$ cat src/cache_pkg.sv
`default_nettype none

package cache_pkg;

    // LRU scheme keeps one bit per set so the way count is fixed
    localparam int N_WAYS = 2;

    // Access width on master and slave buses
    typedef enum logic [1:0] {
        MASK_BYTE = 2'b00,
        MASK_HALF = 2'b01,
        MASK_WORD = 2'b10
    } mask_e;

    // One bus request
    // Held stable with en high until ack or err
    typedef struct packed {
        logic        en;
        logic        we;
        logic [31:0] addr;
        logic [31:0] data;
        mask_e       mask;
    } mem_req_t;

    // One bus response
    // Ack and err are single-cycle pulses
    typedef struct packed {
        logic        ack;
        logic        err;
        logic [31:0] data;
    } mem_rsp_t;

endpackage

`default_nettype wire

$ cat src/cache_controller.sv
`timescale 1ns/100ps
`default_nettype none

module cache_controller #(
    parameter  int CAPACITY_BYTE = 8192,
    parameter  int BLOCK_BYTE    = 64,
    localparam int OFF_W         = $clog2(BLOCK_BYTE),
    localparam int WORD_W        = OFF_W - 2,
    localparam int SET_W         = $clog2(CAPACITY_BYTE / BLOCK_BYTE / cache_pkg::N_WAYS),
    localparam int TAG_W         = 32 - SET_W - OFF_W,
    localparam int IDX_W         = SET_W + 1 + OFF_W
) (
    input  wire logic                i_clk,
    input  wire logic                i_rst,
    // Master and slave buses
    input  wire cache_pkg::mem_req_t i_m_req,
    output cache_pkg::mem_rsp_t      o_m_rsp,
    output cache_pkg::mem_req_t      o_s_req,
    input  wire cache_pkg::mem_rsp_t i_s_rsp,
    // Tag store
    output logic [SET_W-1:0]         o_set,
    output logic [TAG_W-1:0]         o_tag,
    output logic                     o_touch,
    output logic                     o_touch_way,
    output logic                     o_touch_write,
    output logic                     o_fill,
    output logic                     o_fill_way,
    input  wire logic                i_hit,
    input  wire logic                i_hit_way,
    input  wire logic                i_lru_way,
    input  wire logic                i_victim_dirty,
    input  wire logic [TAG_W-1:0]    i_victim_tag,
    // Data RAM
    output logic                     o_ram_en,
    output logic                     o_ram_we,
    output logic [IDX_W-1:0]         o_ram_index,
    output logic [31:0]              o_ram_wdata,
    output cache_pkg::mask_e         o_ram_mask,
    input  wire logic [31:0]         i_ram_rdata,
    input  wire logic                i_ram_ack
);
    import cache_pkg::*;

    typedef enum logic [2:0] {
        ST_IDLE,
        ST_HIT_ACC,
        ST_HIT_RSP,
        ST_EVICT_RD,
        ST_EVICT_WR,
        ST_REFILL_RD,
        ST_REFILL_WR,
        ST_ERR_RSP
    } state_e;

    state_e state;
    state_e state_nxt;

    // Latched request and lookup result
    mem_req_t req_q;
    logic     hit_q;
    logic     hit_way_q;
    logic     lru_way_q;
    logic     victim_dirty_q;

    logic [SET_W-1:0]  set_q;
    logic [TAG_W-1:0]  tag_q;
    // Word counter for write-back and refill
    logic [WORD_W-1:0] cnt;
    logic              cnt_last;
    logic              word_done;
    // RAM op already issued in this state
    logic              ram_sent;

    assign tag_q    = req_q.addr[31 -: TAG_W];
    assign set_q    = req_q.addr[OFF_W +: SET_W];
    assign cnt_last = &cnt;

    // ========================================
    // Tag store control
    // ========================================

    // Live address in idle, latched one afterwards
    assign o_set = (state == ST_IDLE) ? i_m_req.addr[OFF_W +: SET_W] : set_q;
    assign o_tag = (state == ST_IDLE) ? i_m_req.addr[31 -: TAG_W] : tag_q;

    // Touch once the hit access completes
    assign o_touch       = (state == ST_HIT_ACC) && i_ram_ack;
    assign o_touch_way   = hit_way_q;
    assign o_touch_write = req_q.we;
    // Fill with the last refilled word
    assign o_fill        = (state == ST_REFILL_WR) && i_ram_ack && cnt_last;
    assign o_fill_way    = lru_way_q;

    assign word_done = ((state == ST_EVICT_WR) && i_s_rsp.ack) ||
                       ((state == ST_REFILL_WR) && i_ram_ack);

    // ========================================
    // FSM
    // ========================================

    always_comb begin
        state_nxt = state;
        case (state)
            ST_IDLE: begin
                if (i_m_req.en) begin
                    state_nxt = ST_HIT_ACC;
                end
            end
            ST_HIT_ACC: begin
                // Miss dispatches on the latched victim state
                if (!hit_q) begin
                    state_nxt = victim_dirty_q ? ST_EVICT_RD : ST_REFILL_RD;
                end else if (i_ram_ack) begin
                    state_nxt = ST_HIT_RSP;
                end
            end
            ST_EVICT_RD: begin
                if (i_ram_ack) begin
                    state_nxt = ST_EVICT_WR;
                end
            end
            ST_EVICT_WR: begin
                if (i_s_rsp.err) begin
                    state_nxt = ST_ERR_RSP;
                end else if (i_s_rsp.ack) begin
                    // Whole victim out before any refill read
                    state_nxt = cnt_last ? ST_REFILL_RD : ST_EVICT_RD;
                end
            end
            ST_REFILL_RD: begin
                if (i_s_rsp.err) begin
                    state_nxt = ST_ERR_RSP;
                end else if (i_s_rsp.ack) begin
                    state_nxt = ST_REFILL_WR;
                end
            end
            ST_REFILL_WR: begin
                // Finish as a hit on the filled way
                if (i_ram_ack) begin
                    state_nxt = cnt_last ? ST_HIT_ACC : ST_REFILL_RD;
                end
            end
            default: begin
                // Response pulse states
                state_nxt = ST_IDLE;
            end
        endcase
    end

    always_ff @(posedge i_clk) begin
        if (!i_rst) begin
            state          <= ST_IDLE;
            ram_sent       <= 1'b0;
            cnt            <= '0;
            hit_q          <= 1'b0;
            victim_dirty_q <= 1'b0;
        end else begin
            state    <= state_nxt;
            ram_sent <= (state_nxt == state) && (ram_sent || o_ram_en);
            if ((state == ST_IDLE) && i_m_req.en) begin
                hit_q          <= i_hit;
                victim_dirty_q <= i_victim_dirty;
                cnt            <= '0;
            end
            if (o_fill) begin
                hit_q <= 1'b1;
            end
            // Wraps to zero after the last word
            if (word_done) begin
                cnt <= cnt + WORD_W'(1);
            end
        end
    end

    always_ff @(posedge i_clk) begin
        if ((state == ST_IDLE) && i_m_req.en) begin
            req_q     <= i_m_req;
            hit_way_q <= i_hit_way;
            lru_way_q <= i_lru_way;
        end
        if (o_fill) begin
            hit_way_q <= lru_way_q;
        end
    end

    // ========================================
    // Data RAM and slave bus
    // ========================================

    always_comb begin
        o_ram_en    = 1'b0;
        o_ram_we    = 1'b0;
        o_ram_mask  = MASK_WORD;
        o_ram_wdata = i_s_rsp.data;
        // Block words of the victim way
        o_ram_index = {set_q, lru_way_q, cnt, 2'b00};
        case (state)
            ST_HIT_ACC: begin
                o_ram_en    = hit_q && !ram_sent;
                o_ram_we    = req_q.we;
                o_ram_mask  = req_q.mask;
                o_ram_wdata = req_q.data;
                o_ram_index = {set_q, hit_way_q, req_q.addr[OFF_W-1:0]};
            end
            ST_EVICT_RD: begin
                o_ram_en = !ram_sent;
            end
            ST_REFILL_RD: begin
                // Slave data is valid only with its ack
                o_ram_en = i_s_rsp.ack;
                o_ram_we = 1'b1;
            end
            default: begin
                o_ram_en = 1'b0;
            end
        endcase
    end

    // Slave request follows the state so it holds until ack
    always_comb begin
        o_s_req.en   = (state == ST_EVICT_WR) || (state == ST_REFILL_RD);
        o_s_req.we   = (state == ST_EVICT_WR);
        o_s_req.addr = {(state == ST_EVICT_WR) ? i_victim_tag : tag_q, set_q, cnt, 2'b00};
        // Victim word straight from the RAM output
        o_s_req.data = (state == ST_EVICT_WR) ? i_ram_rdata : 32'h0;
        o_s_req.mask = MASK_WORD;
    end

    // Master response, one-cycle pulses
    always_ff @(posedge i_clk) begin
        if (!i_rst) begin
            o_m_rsp.ack <= 1'b0;
            o_m_rsp.err <= 1'b0;
        end else begin
            o_m_rsp.ack <= o_touch;
            o_m_rsp.err <= ((state == ST_EVICT_WR) || (state == ST_REFILL_RD)) && i_s_rsp.err;
        end
        if (o_touch) begin
            o_m_rsp.data <= i_ram_rdata;
        end
    end

    // Slave request holds while the bus stalls
    a_s_req_stable: assert property (@(posedge i_clk) disable iff (!i_rst)
        o_s_req.en && !i_s_rsp.ack && !i_s_rsp.err |=> $stable(o_s_req));

endmodule

`default_nettype wire

$ cat config.mk
export PLATFORM = sky130hd
export DESIGN_NAME = cache_controller
export DESIGN_NICKNAME = d
export VERILOG_FILES = /design/src/cache_pkg.sv /design/src/cache_controller.sv
export SDC_FILE = /design/constraint.sdc
export NUM_CORES = 1
export LEC_CHECK = 0
export CAP_MARGIN = 20
export CORE_AREA = 2 2 133 135
export CTS_BUF_LIST = sky130_fd_sc_hd__clkbuf_2
export CTS_CLUSTER_DIAMETER = 50
export DETAILED_ROUTE_END_ITERATION = 12
export DIE_AREA = 0 0 135 137
export DONT_BUFFER_PORTS = 1
export GPL_TIMING_DRIVEN = 0
export PLACE_DENSITY = 0.57
export SYNTH_ARGS = -nofsm -noshare
export SYNTH_HDL_FRONTEND = slang
export SYNTH_SLANG_ARGS = --single-unit
export TNS_END_PERCENT = 100
$ cat constraint.sdc
create_clock -name i_clk -period 4.7 [get_ports i_clk]
set_clock_uncertainty 0.05 [all_clocks]
set_input_delay 0.47 -clock i_clk [delete_from_list [all_inputs] [get_ports i_clk]]
set_output_delay 0.47 -clock i_clk [all_outputs]
set_load 0.03 [all_outputs]
# After elaboration in Yosys (flattened, before gate mapping)
# Index checks and enable logic that the tools add are counted.
# W data, S select, Z words.
[classes] n_eq_ne=6 add_sub_neg=1 n_reduce_logical=16 muxes=28
[op_table] op="$mux W32" count=2
[op_table] op="$mux W20" count=2
[op_table] op="$mux W3" count=12
[op_table] op="$pmux W3 S6" count=1
[op_table] op="$eq A3 B3 Y1 const B" count=3
[op_table] op="$logic_and A1 B1 Y1" count=8
[op_table] op="$mux W4" count=2
[op_table] op="$mux W7" count=1
[op_table] op="$mux W6" count=1
[op_table] op="$add A4 B1 Y4 const B" count=1
[op_table] op="$mux W1" count=4
[op_table] op="$reduce_and A4 Y1" count=1
[op_table] op="$reduce_bool A2 Y1" count=2
[op_table] op="$eq A3 B1 Y1 const B" count=1
[op_table] op="$eq A3 B2 Y1 const B" count=1
[op_table] op="$eq A3 B3 Y1" count=1
[op_table] op="$logic_not A3 Y1" count=1
[op_table] op="$logic_or A1 B1 Y1" count=3
[op_table] op="$pmux W1 S3" count=1
[op_table] op="$mux W2" count=1
[op_table] op="$pmux W1 S2" count=1
[op_table] op="$logic_not A1 Y1" count=1
[word_totals] wordCells=65 input_bits=161 ff_bits=113

# Depth between registers and ports, before layout
# Gate-level depths: netlist of the first run.
[logic_depth] depth_word=7 mapped_depth=7 mapped_depth_nobuf=6

# Worst setup path before layout of the first run
# OpenSTA, ideal clock, no wires.
[synth_path] path_type="flip-flop to output port" from="register state[1]" to="output o_touch" stages_incl_launch_ff=6 path_slack_ps=2169 path_buffers=2 required_ps=4180 arrival_ps=2011 path_cell_list="dfxtp_1 buf_4 nand2b_4 nor2_2 buf_2 and2_1"
[synth_between] elab_chain_cells=2
[synth_rtl] element="start, declared" line="cache_controller.sv:55" rtl="state_e state;"
[synth_rtl] element="start signal, assigned" line="cache_controller.sv:158" rtl="state <= state_nxt;"
[synth_rtl] element="$eq A3 B1 Y1" line="cache_controller.sv:87" rtl="assign o_touch = (state == ST_HIT_ACC) && i_ram_ack;"
[synth_rtl] element="$logic_and A1 B1 Y1" line="cache_controller.sv:87"
[synth_rtl] element="end, declared" line="cache_controller.sv:23" rtl="output logic o_touch,"
# No other way between the ends.

# Worst setup path after layout of the first run
# Same ends and word-level chain as after synthesis.

==> impl_metrics.py, run 1 <==
metrics = {
    "clocking": {
        "clkSinkCount": 113,
        "cts_root_buf": "clkbuf_2",
        "clkTransAtPathRegs_ns": 0.17,
        "cts_setup_buffers": 0,
        "numCtsBuffers": 17,
        "clockBufferDepth": 2,
        "clock_latency_ns": 0.65,
        "cts_tree": "built",
        "htreeDepth": 4,
    },
    "critical_path": {
        "start_kind": "register",
        "reg2regPathDepth": 5,
        "end_kind": "primary output",
        "cp-startpoint": "state[1]",
        "cp.required_ns": 4.18,
        "cp_slowest_cell": "and2_2",
        "cpPeakStageDelay_ns": 0.80,
        "reg2reg_to": "o_m_rsp[1]",
        "cp_cell_sequence": "buf_4, nand2b_4, nor2_2, buf_2, and2_2",
        "reg2reg_slack_ns": 2.09,
        "critPathMaxFanout": 33,
        "crit_arrival_ns": 2.81,
        "crit_type": "register to primary output",
        "reg2reg_from": "state[1]",
    },
    "flow_run": {
        "drv_cap": 0,
    },
    "sta": {
        "fin_crit_ns": 3.33,
        "setup_viol": 0,
        "holdWs_ns": 0.156,
        "slew_headroom": 0.390,
        "worst_slew_pin_slew_ns": 0.914,
        "fmax_ghz": 0.300,
        "rsz0062_at_grt": "no",
        "fin_tns_setup_ns": 0,
        "fin_ws_ns": 1.37,
        "post-route-period-util": 0.709,
        "final_hold_viol_count": 0,
        "slew_viol_final": 0,
    },
    "grt": {
        "grt_max_degree": 55,
        "grt_pass1_wl_mm": 20.7,
        "top_usage_layer": "met2",
        "met2_usage": 0.275,
        "grt_usage": 0.150,
        "grt_util_met3": 0.0485,
        "use_met1": 0.163,
        "antenna_found_initial": 1,
        "grt_pass1_vias": 3656,
        "gr-total-overflow": 0,
    },
    "placement": {
        "io_buffer_count": 0,
        "place_inst": 589,
        "pre_cts_ws_ns": 1.98,
        "hpwlAfterDp_mm": 10.4,
        "place.gp.congestion": 0.784,
    },
    "route": {
        "drtIter0Drc": 161,
        "wl_mm": 14.9,
        "dr.pass1.iters": 5,
        "wl_per_cell_um": 20.4,
        "ant_nets": 0,
        "vias": 3614,
        "drc": 0,
        "vias_per_cell": 4.94,
    },
    "die": {
        "die_y_um": 137,
        "start_util": 0.308,
        "pin_count": 343,
        "coreArea_um2": 17100,
        "die_w_um": 135,
        "dieArea_um2": 18500,
        "rows": 48,
    },
    "logic_synthesis": {
        "synthTopCellsByCount": "edfxtp_1, mux2_2, and3_1",
        "synth_seq_cells": 113,
        "syn_area_per_cell_um2": 14.6,
        "syn_inst": 361,
        "synth-seq-area-share": 0.622,
        "synth_top_area_frac": 0.577,
        "synth_flop_cell": "edfxtp_1",
        "synth.area.top_cells": "edfxtp_1, mux2_2, dfxtp_1",
        "async_flop_share": 0,
        "synth_cell_type_count": 43,
        "yosysWarnings": 0,
        "synth_edf_count": 101,
        "netlist_area_um2": 5260,
        "yosys.area.top_type": "edfxtp_1",
        "yosysMostFrequentCell": "edfxtp_1",
    },
    "min_path": {
        "hold_end": "state[0]",
        "hold_path_startpoint": "i_s_rsp[32]",
        "hold_depth": 3,
        "worstHoldPathType": "primary input to register",
    },
    "cells_and_area": {
        "syn_to_final_growth_pct": 32.5,
        "drive_above_1_share": 0.307,
        "nets": 655,
        "finalNonFillerCells": 732,
        "fill_cells": 1606,
    },
    "pwr": {
        "p_leak_nw": 2.60,
        "cellPowerDensity_nw_per_um2": 548,
        "ir_drop_v": 0.000223,
    },
    "status": {
        "outcome": "finished clean",
    },
}
==> per-layer routing <==
metal  share of wire  up-vias
met5               0        -
met4          0.0096        0
met3           0.086        9
met2            0.54      240
met1            0.36     1747
li1                -     1618
==> logic make-up after synthesis <==
group / synth area share
multiplexers: 0.183
adder cells (fa/ha/maj): 0.00238
AND/OR/NAND/NOR: 0.0952
AO/OA/AOI/OAI: 0.0428
buffers and inverters: 0.0523
flip-flops: 0.622
other: 0.00143
==> how the worst max path moves through the flow <==
| stage | endpoint | slack, ns | depth (start not counted) |
|---|---|---|---|
| global route | o_touch | 1.08 | 5 |
| floorplan | o_touch | 2.17 | 5 |
| detailed placement | o_touch | 1.98 | 5 |
| finish | o_touch | 1.37 | 5 |
| CTS | o_touch | 1.17 | 5 |
| global placement | o_touch | 1.57 | 5 |
==> critical path: cells and delay by family (launching register included) <==
| family | cells | cell delay (ns) |
|---|---|---|
| buf+inv | 2 | 0.51 |
| flops | 1 | 0.34 |
| simple gates | 3 | 1.31 |
==> metrics by stage <==
step	power [W]	area, um^2	utilization
after global placement	0.00297	5550	0.325
after CTS	0.00387	6960	0.408
final	0.00382	6970	0.409
after floorplan	0.00276	5270	-
after global routing	0.00398	6970	0.408
after detailed placement	0.00299	5580	0.327
==> layout make-up <==
class | instances | area [um^2] | area share
Antenna cell | 2 | 5.00 | 0.000718
Buffer | 37 | 259 | 0.0372
Clock buffer | 19 | 95.1 | 0.0136
Clock inverter | 12 | 190 | 0.0273
Inverter | 4 | 16.3 | 0.00233
Multi-Input combinational cell | 209 | 1720 | 0.247
Sequential cell | 113 | 3270 | 0.470
Tap cell | 225 | 282 | 0.0404
Timing Repair Buffer | 111 | 1130 | 0.162
==> state kept, by name, summed over array words and instances, names as in the netlist <==
| register | count |
|---|---|
| o_touch_way | 1 |
| hit_q | 1 |
| ram_sent | 1 |
| o_fill_way | 1 |
| o_touch_write | 1 |
| o_m_rsp | 34 |
| victim_dirty_q | 1 |
| cnt | 4 |
| o_s_req | 6 |
| state | 3 |
| req_q | 60 |
==> where the power goes <==
group          leakage [nW]  switching [W]  internal [W]
sequential             1.04       0.000136       0.00130
clock                 0.171       0.000379      0.000400
combinational          1.39        0.00111      0.000500
total                  2.60        0.00162       0.00220
==> layout by cell type (no fill, tap or decap), types with 7 or more instances in the layout <==
master,synthesis,layout
a21oi_1,12,12
buf_4,23,23
nor2_1,8,8
dfxtp_1,12,12
and3_1,35,35
nand2_1,11,11
mux2_2,83,83
dlygate4sd3_1,0,110
edfxtp_1,101,101
clkbuf_1,7,7
clkbuf_2,0,19
==> what timing repair did <==
item | in CTS | in global routing
gates resized for setup | 0 | 0
hold endpoints to repair | 113 | 0
hold buffers | 110 | 0
No activity file was read; power rests on OpenSTA's default activity.
==> inputs of run 2 (changes only) <==
PLACE_DENSITY = 0.58   (was 0.57)
clock period = 2.91 ns   (was 4.7 ns; I/O delays follow)
==> impl_metrics.py, run 2 (synthesized netlist as in run 1, its figures left out) <==
metrics = {
    "status": {
        "outcome": "finished clean",
    },
    "cells_and_area": {
        "largest_reg_flops": 60,
        "drive_above_1_share": 0.315,
        "layout_common_cells": "dlygate4sd3_1, edfxtp_1, mux2_2",
        "finalNonFillerCells": 734,
        "nets": 659,
        "syn_to_final_growth_pct": 32.3,
        "largest-register": "req_q",
        "fill_cells": 1562,
        "final_common_cell": "dlygate4sd3_1",
    },
    "critical_path": {
        "cp_cell_sequence": "buf_6, buf_2, clkbuf_1, nor2_1, nor2_1",
        "critPathMaxFanout": 10,
        "reg2reg_to": "ram_sent",
        "crit_arrival_ns": 2.31,
        "reg2reg_slack_ns": 0.67,
        "path_common_cell": "nor2_1",
        "cp_slowest_cell": "nor2_1",
        "reg2regPathDepth": 6,
        "reg2reg_from": "cnt[1]",
        "crit_type": "register to primary output",
        "end_kind": "primary output",
        "cp-startpoint": "state[2]",
        "start_kind": "register",
        "cp.required_ns": 2.57,
        "cpPeakStageDelay_ns": 0.55,
    },
    "pwr": {
        "ir_drop_v": 0.000375,
        "p_leak_nw": 2.58,
        "power.switching_w": 0.00264,
        "p_seq_frac": 0.389,
        "intPower_w": 0.00332,
        "pwr-share-clk": 0.163,
        "finalPower_w": 0.00596,
        "cellPowerDensity_nw_per_um2": 856,
        "power.share.switching": 0.443,
        "combinationalPowerShare": 0.448,
    },
    "min_path": {
        "hold_end": "o_m_rsp[15]",
        "worstHoldPathType": "primary input to register",
        "hold_path_startpoint": "i_ram_ack",
        "hold_depth": 1,
    },
    "sta": {
        "slew_viol_final": 0,
        "worst_slew_pin_slew_ns": 0.817,
        "rsz0062_at_grt": "no",
        "fmax_ghz": 0.377,
        "fin_tns_setup_ns": 0,
        "fin_crit_ns": 2.65,
        "setup_viol": 0,
        "fin_ws_ns": 0.258,
        "final_hold_viol_count": 0,
        "holdWs_ns": 0.123,
        "post-route-period-util": 0.911,
        "slew_headroom": 0.454,
    },
    "grt": {
        "grt_util_met3": 0.0489,
        "antenna_found_initial": 1,
        "grt_pass1_wl_mm": 20.8,
        "grt_pass1_vias": 3702,
        "gr-total-overflow": 0,
        "top_usage_layer": "met2",
        "grt_usage": 0.152,
        "grt_max_degree": 50,
        "met2_usage": 0.279,
        "use_met1": 0.163,
    },
    "clocking": {
        "clkSinkCount": 113,
        "clockBufferDepth": 2,
        "cts_root_buf": "clkbuf_2",
        "htreeDepth": 4,
        "numCtsBuffers": 17,
        "clock_latency_ns": 0.63,
        "cts_tree": "built",
        "clkTransAtPathRegs_ns": 0.18,
    },
    "route": {
        "drc": 0,
        "wl_per_cell_um": 20.7,
        "drtIter0Drc": 261,
        "vias_per_cell": 4.96,
        "vias": 3644,
        "dr.pass1.iters": 5,
        "ant_nets": 0,
        "wl_mm": 15.2,
    },
    "die": {
        "die_y_um": 137,
        "dieArea_um2": 18500,
        "start_util": 0.308,
        "rows": 48,
        "die_w_um": 135,
        "pin_count": 343,
        "coreArea_um2": 17100,
    },
    "placement": {
        "place.gp.congestion": 0.747,
        "io_buffer_count": 0,
        "pre_cts_ws_ns": 0.234,
        "place_inst": 589,
        "hpwlAfterDp_mm": 10.4,
    },
    "flow_run": {
        "drv_cap": 0,
    },
}
[run 2: timing repair]
item,CTS,global route
hold buffers,111,0
setup endpoints to repair,7,18
cloned,1,0
resized for setup,6,4
buffers inserted,0,2
pin swaps,1,1
hold endpoints to repair,130,0
[run 2: worst max path at each step]
stage                                end  cells past startpoint  slack [ns]
after floorplan               o_m_rsp[0]                      5        0.45
after global placement       o_m_rsp[20]                      5       -0.27
after detailed placement     o_m_rsp[27]                      5        0.23
after CTS                         o_fill                      3        0.02
after global routing      o_ram_index[4]                      5        0.03
final                           o_ram_we                      5        0.26
[run 2: worst max-delay path, delay by kind of cell (launching register included)]
kind / cells / cell delay, ns
buf+inv: 3 / 0.68
simple gates: 2 / 0.64
flops: 1 / 0.35
[run 2: metrics by stage]
stage / area (um^2) / util
after floorplan: 5270 / -
after global placement: 5550 / 0.325
after detailed placement: 5580 / 0.327
after CTS: 6920 / 0.406
after global routing: 6960 / 0.408
final: 6960 / 0.408
[run 2: cell type report]
class                      instances  area [um^2]  share of cell area
clock inverter                    13          123              0.0176
antenna                            1         2.50            0.000360
buffer                            37          262              0.0376
timing repair buffer             114         1170               0.168
clock buffer                      17         85.1              0.0122
tap                              225          282              0.0405
sequential                       113         3280               0.471
multi-input combinational        210         1750               0.251
inverter                           4         16.3             0.00234
[run 2: power by group through the flow]
| stage | combinational, W | clock (W) | sequential [W] |
|---|---|---|---|
| after floorplan | 0.00215 | 0 | 0.00231 |
| after global placement | 0.00244 | 0 | 0.00236 |
| after detailed placement | 0.00248 | 0 | 0.00235 |
| after CTS | 0.00263 | 0.00103 | 0.00232 |
| after global routing | 0.00280 | 0.00109 | 0.00234 |
| final | 0.00267 | 0.000971 | 0.00232 |
[run 2: per-layer routing]
| metal | vias up | routed length (um) | part of all wire |
|---|---|---|---|
| met5 | - | 0 | 0 |
| met4 | 0 | 204 | 0.013 |
| met3 | 17 | 1210 | 0.080 |
| met2 | 244 | 8080 | 0.53 |
| met1 | 1756 | 5690 | 0.37 |
| li1 | 1627 | - | - |
==> inputs of run 3 (changes only) <==
PLACE_DENSITY = default   (was 0.58)
PLACE_DENSITY_LB_ADDON = 0.15   (was default)
==> impl_metrics.py, run 3 (synthesized netlist as in run 1, its figures left out) <==
metrics = {
    "cells_and_area": {
        "layout_common_cells": "dlygate4sd3_1, edfxtp_1, mux2_2",
        "multi_input_area_um2": 1740,
        "nets": 659,
        "largest_reg_flops": 60,
        "drive_above_1_share": 0.318,
        "largest-register": "req_q",
        "final_common_cell": "dlygate4sd3_1",
        "fill_cells": 1665,
        "syn_to_final_growth_pct": 31.6,
        "ff_latch_area_um2": 3280,
    },
    "sta": {
        "worst_slew_pin_slew_ns": 0.817,
        "post-route-period-util": 0.921,
        "fin_ws_ns": 0.229,
        "slew_viol_final": 0,
        "rsz0062_at_grt": "no",
        "fin_crit_ns": 2.68,
        "slew_headroom": 0.455,
        "setup_viol": 0,
        "final_hold_viol_count": 0,
        "fmax_ghz": 0.373,
    },
    "route": {
        "vias_per_cell": 4.83,
        "wl_per_cell_um": 19.7,
        "dr.pass1.iters": 6,
        "wl_mm": 14.5,
        "vias": 3550,
        "drc": 0,
        "drtIter0Drc": 108,
        "ant_nets": 0,
    },
    "pwr": {
        "ir_drop_v": 0.000373,
        "cellPowerDensity_nw_per_um2": 844,
        "finalPower_w": 0.00584,
        "p_leak_nw": 2.57,
    },
    "critical_path": {
        "cp.required_ns": 2.57,
        "end_kind": "primary output",
        "critPathMaxFanout": 10,
        "reg2reg_to": "victim_dirty_q",
        "reg2reg_from": "state[1]",
        "crit_type": "register to primary output",
        "endpoint": "o_s_req[62]",
        "reg2regPathDepth": 8,
        "cp-startpoint": "state[1]",
        "start_kind": "register",
        "crit_arrival_ns": 2.34,
        "reg2reg_slack_ns": 0.47,
    },
    "grt": {
        "grt_pass1_wl_mm": 20.0,
        "grt_usage": 0.145,
        "grt_pass1_vias": 3637,
        "gr-total-overflow": 0,
        "antenna_found_initial": 1,
        "grt_max_degree": 40,
    },
    "die": {
        "pin_count": 343,
        "dieArea_um2": 18500,
        "coreArea_um2": 17100,
        "start_util": 0.308,
        "die_y_um": 137,
        "rows": 48,
        "die_w_um": 135,
    },
    "status": {
        "outcome": "finished clean",
    },
    "flow_run": {
        "drv_cap": 0,
    },
    "clocking": {
        "htreeDepth": 4,
        "clkSinkCount": 113,
        "numCtsBuffers": 17,
        "cts_tree": "built",
        "clkTransAtPathRegs_ns": 0.15,
        "clock_latency_ns": 0.64,
        "cts_root_buf": "clkbuf_2",
        "clockBufferDepth": 2,
    },
    "placement": {
        "io_buffer_count": 0,
        "place.gp.congestion": 0.781,
        "pre_cts_ws_ns": 0.342,
        "hpwlAfterDp_mm": 10.0,
    },
    "min_path": {
        "worstHoldPathType": "primary input to register",
    },
}
[run 3: changes by cell type in the layout (fill, tap and decap cells not counted), sizes merged]
| cell | before | now |
|---|---|---|
| bufinv | 2 | 1 |
| clkbuf | 24 | 25 |
| clkinv | 9 | 10 |
[run 3: per-stage QoR]
step	setup TNS, ns	area (um^2)	instances	utilization	hold slack, ns
after detailed placement	0	5570	589	0.327	0.340
after global placement	-6.90	5550	588	0.325	0.340
final	0	6920	735	0.406	0.124
after global routing	0	6920	735	0.406	0.0462
after floorplan	0	5270	363	-	0.340
after CTS	0	6880	731	0.403	0.0114
[run 3: metal layers]
| metal | share of wire | track usage |
|---|---|---|
| met1 | 0.38 | 0.155 |
| met2 | 0.53 | 0.261 |
| met3 | 0.081 | 0.0537 |
| met4 | 0.014 | 0.0579 |
| met5 | 0 | 0 |
[run 3: power breakdown]
group          switching, W  total [W]  internal (W)
Sequential         0.000217    0.00231       0.00210
Clock              0.000603   0.000892      0.000289
Combinational       0.00179    0.00264      0.000848
Total               0.00261    0.00584       0.00323
[run 3: area by class of cell]
class,instances,share of cell area
multi-input combinational,210,0.251
antenna,1,0.000362
clock inverter,13,0.0141
buffer,37,0.0374
inverter,4,0.00235
clock buffer,18,0.0130
sequential,113,0.474
tap,225,0.0407
timing repair buffer,114,0.167
[run 3: critical path, cell delays in order, from the launching register on]
cell and delay (ns):
dfxtp_1 0.33, buf_4 0.17, buf_4 0.18, nor2_2 0.26, buf_4 0.30, mux2_2 0.45
[run 3: how the worst min path moves through the flow]
stage	to	startpoint	cells past startpoint
final	state[1]	i_s_rsp[33]	4
after floorplan	o_fill_way	i_lru_way	0
after global placement	req_q[19]	i_m_req[19]	0
after CTS	state[1]	i_s_rsp[33]	4
after detailed placement	req_q[26]	i_m_req[26]	0
after global routing	state[1]	i_s_rsp[33]	4
[run 3: repair_timing]
item,4_1_cts,5_1_grt
gates resized for setup,4,4
setup endpoints to repair,6,44
cloned,0,1
pin swaps,0,1
buffers inserted,0,2
endpoints found under the hold margin,142,0
hold buffers,111,0
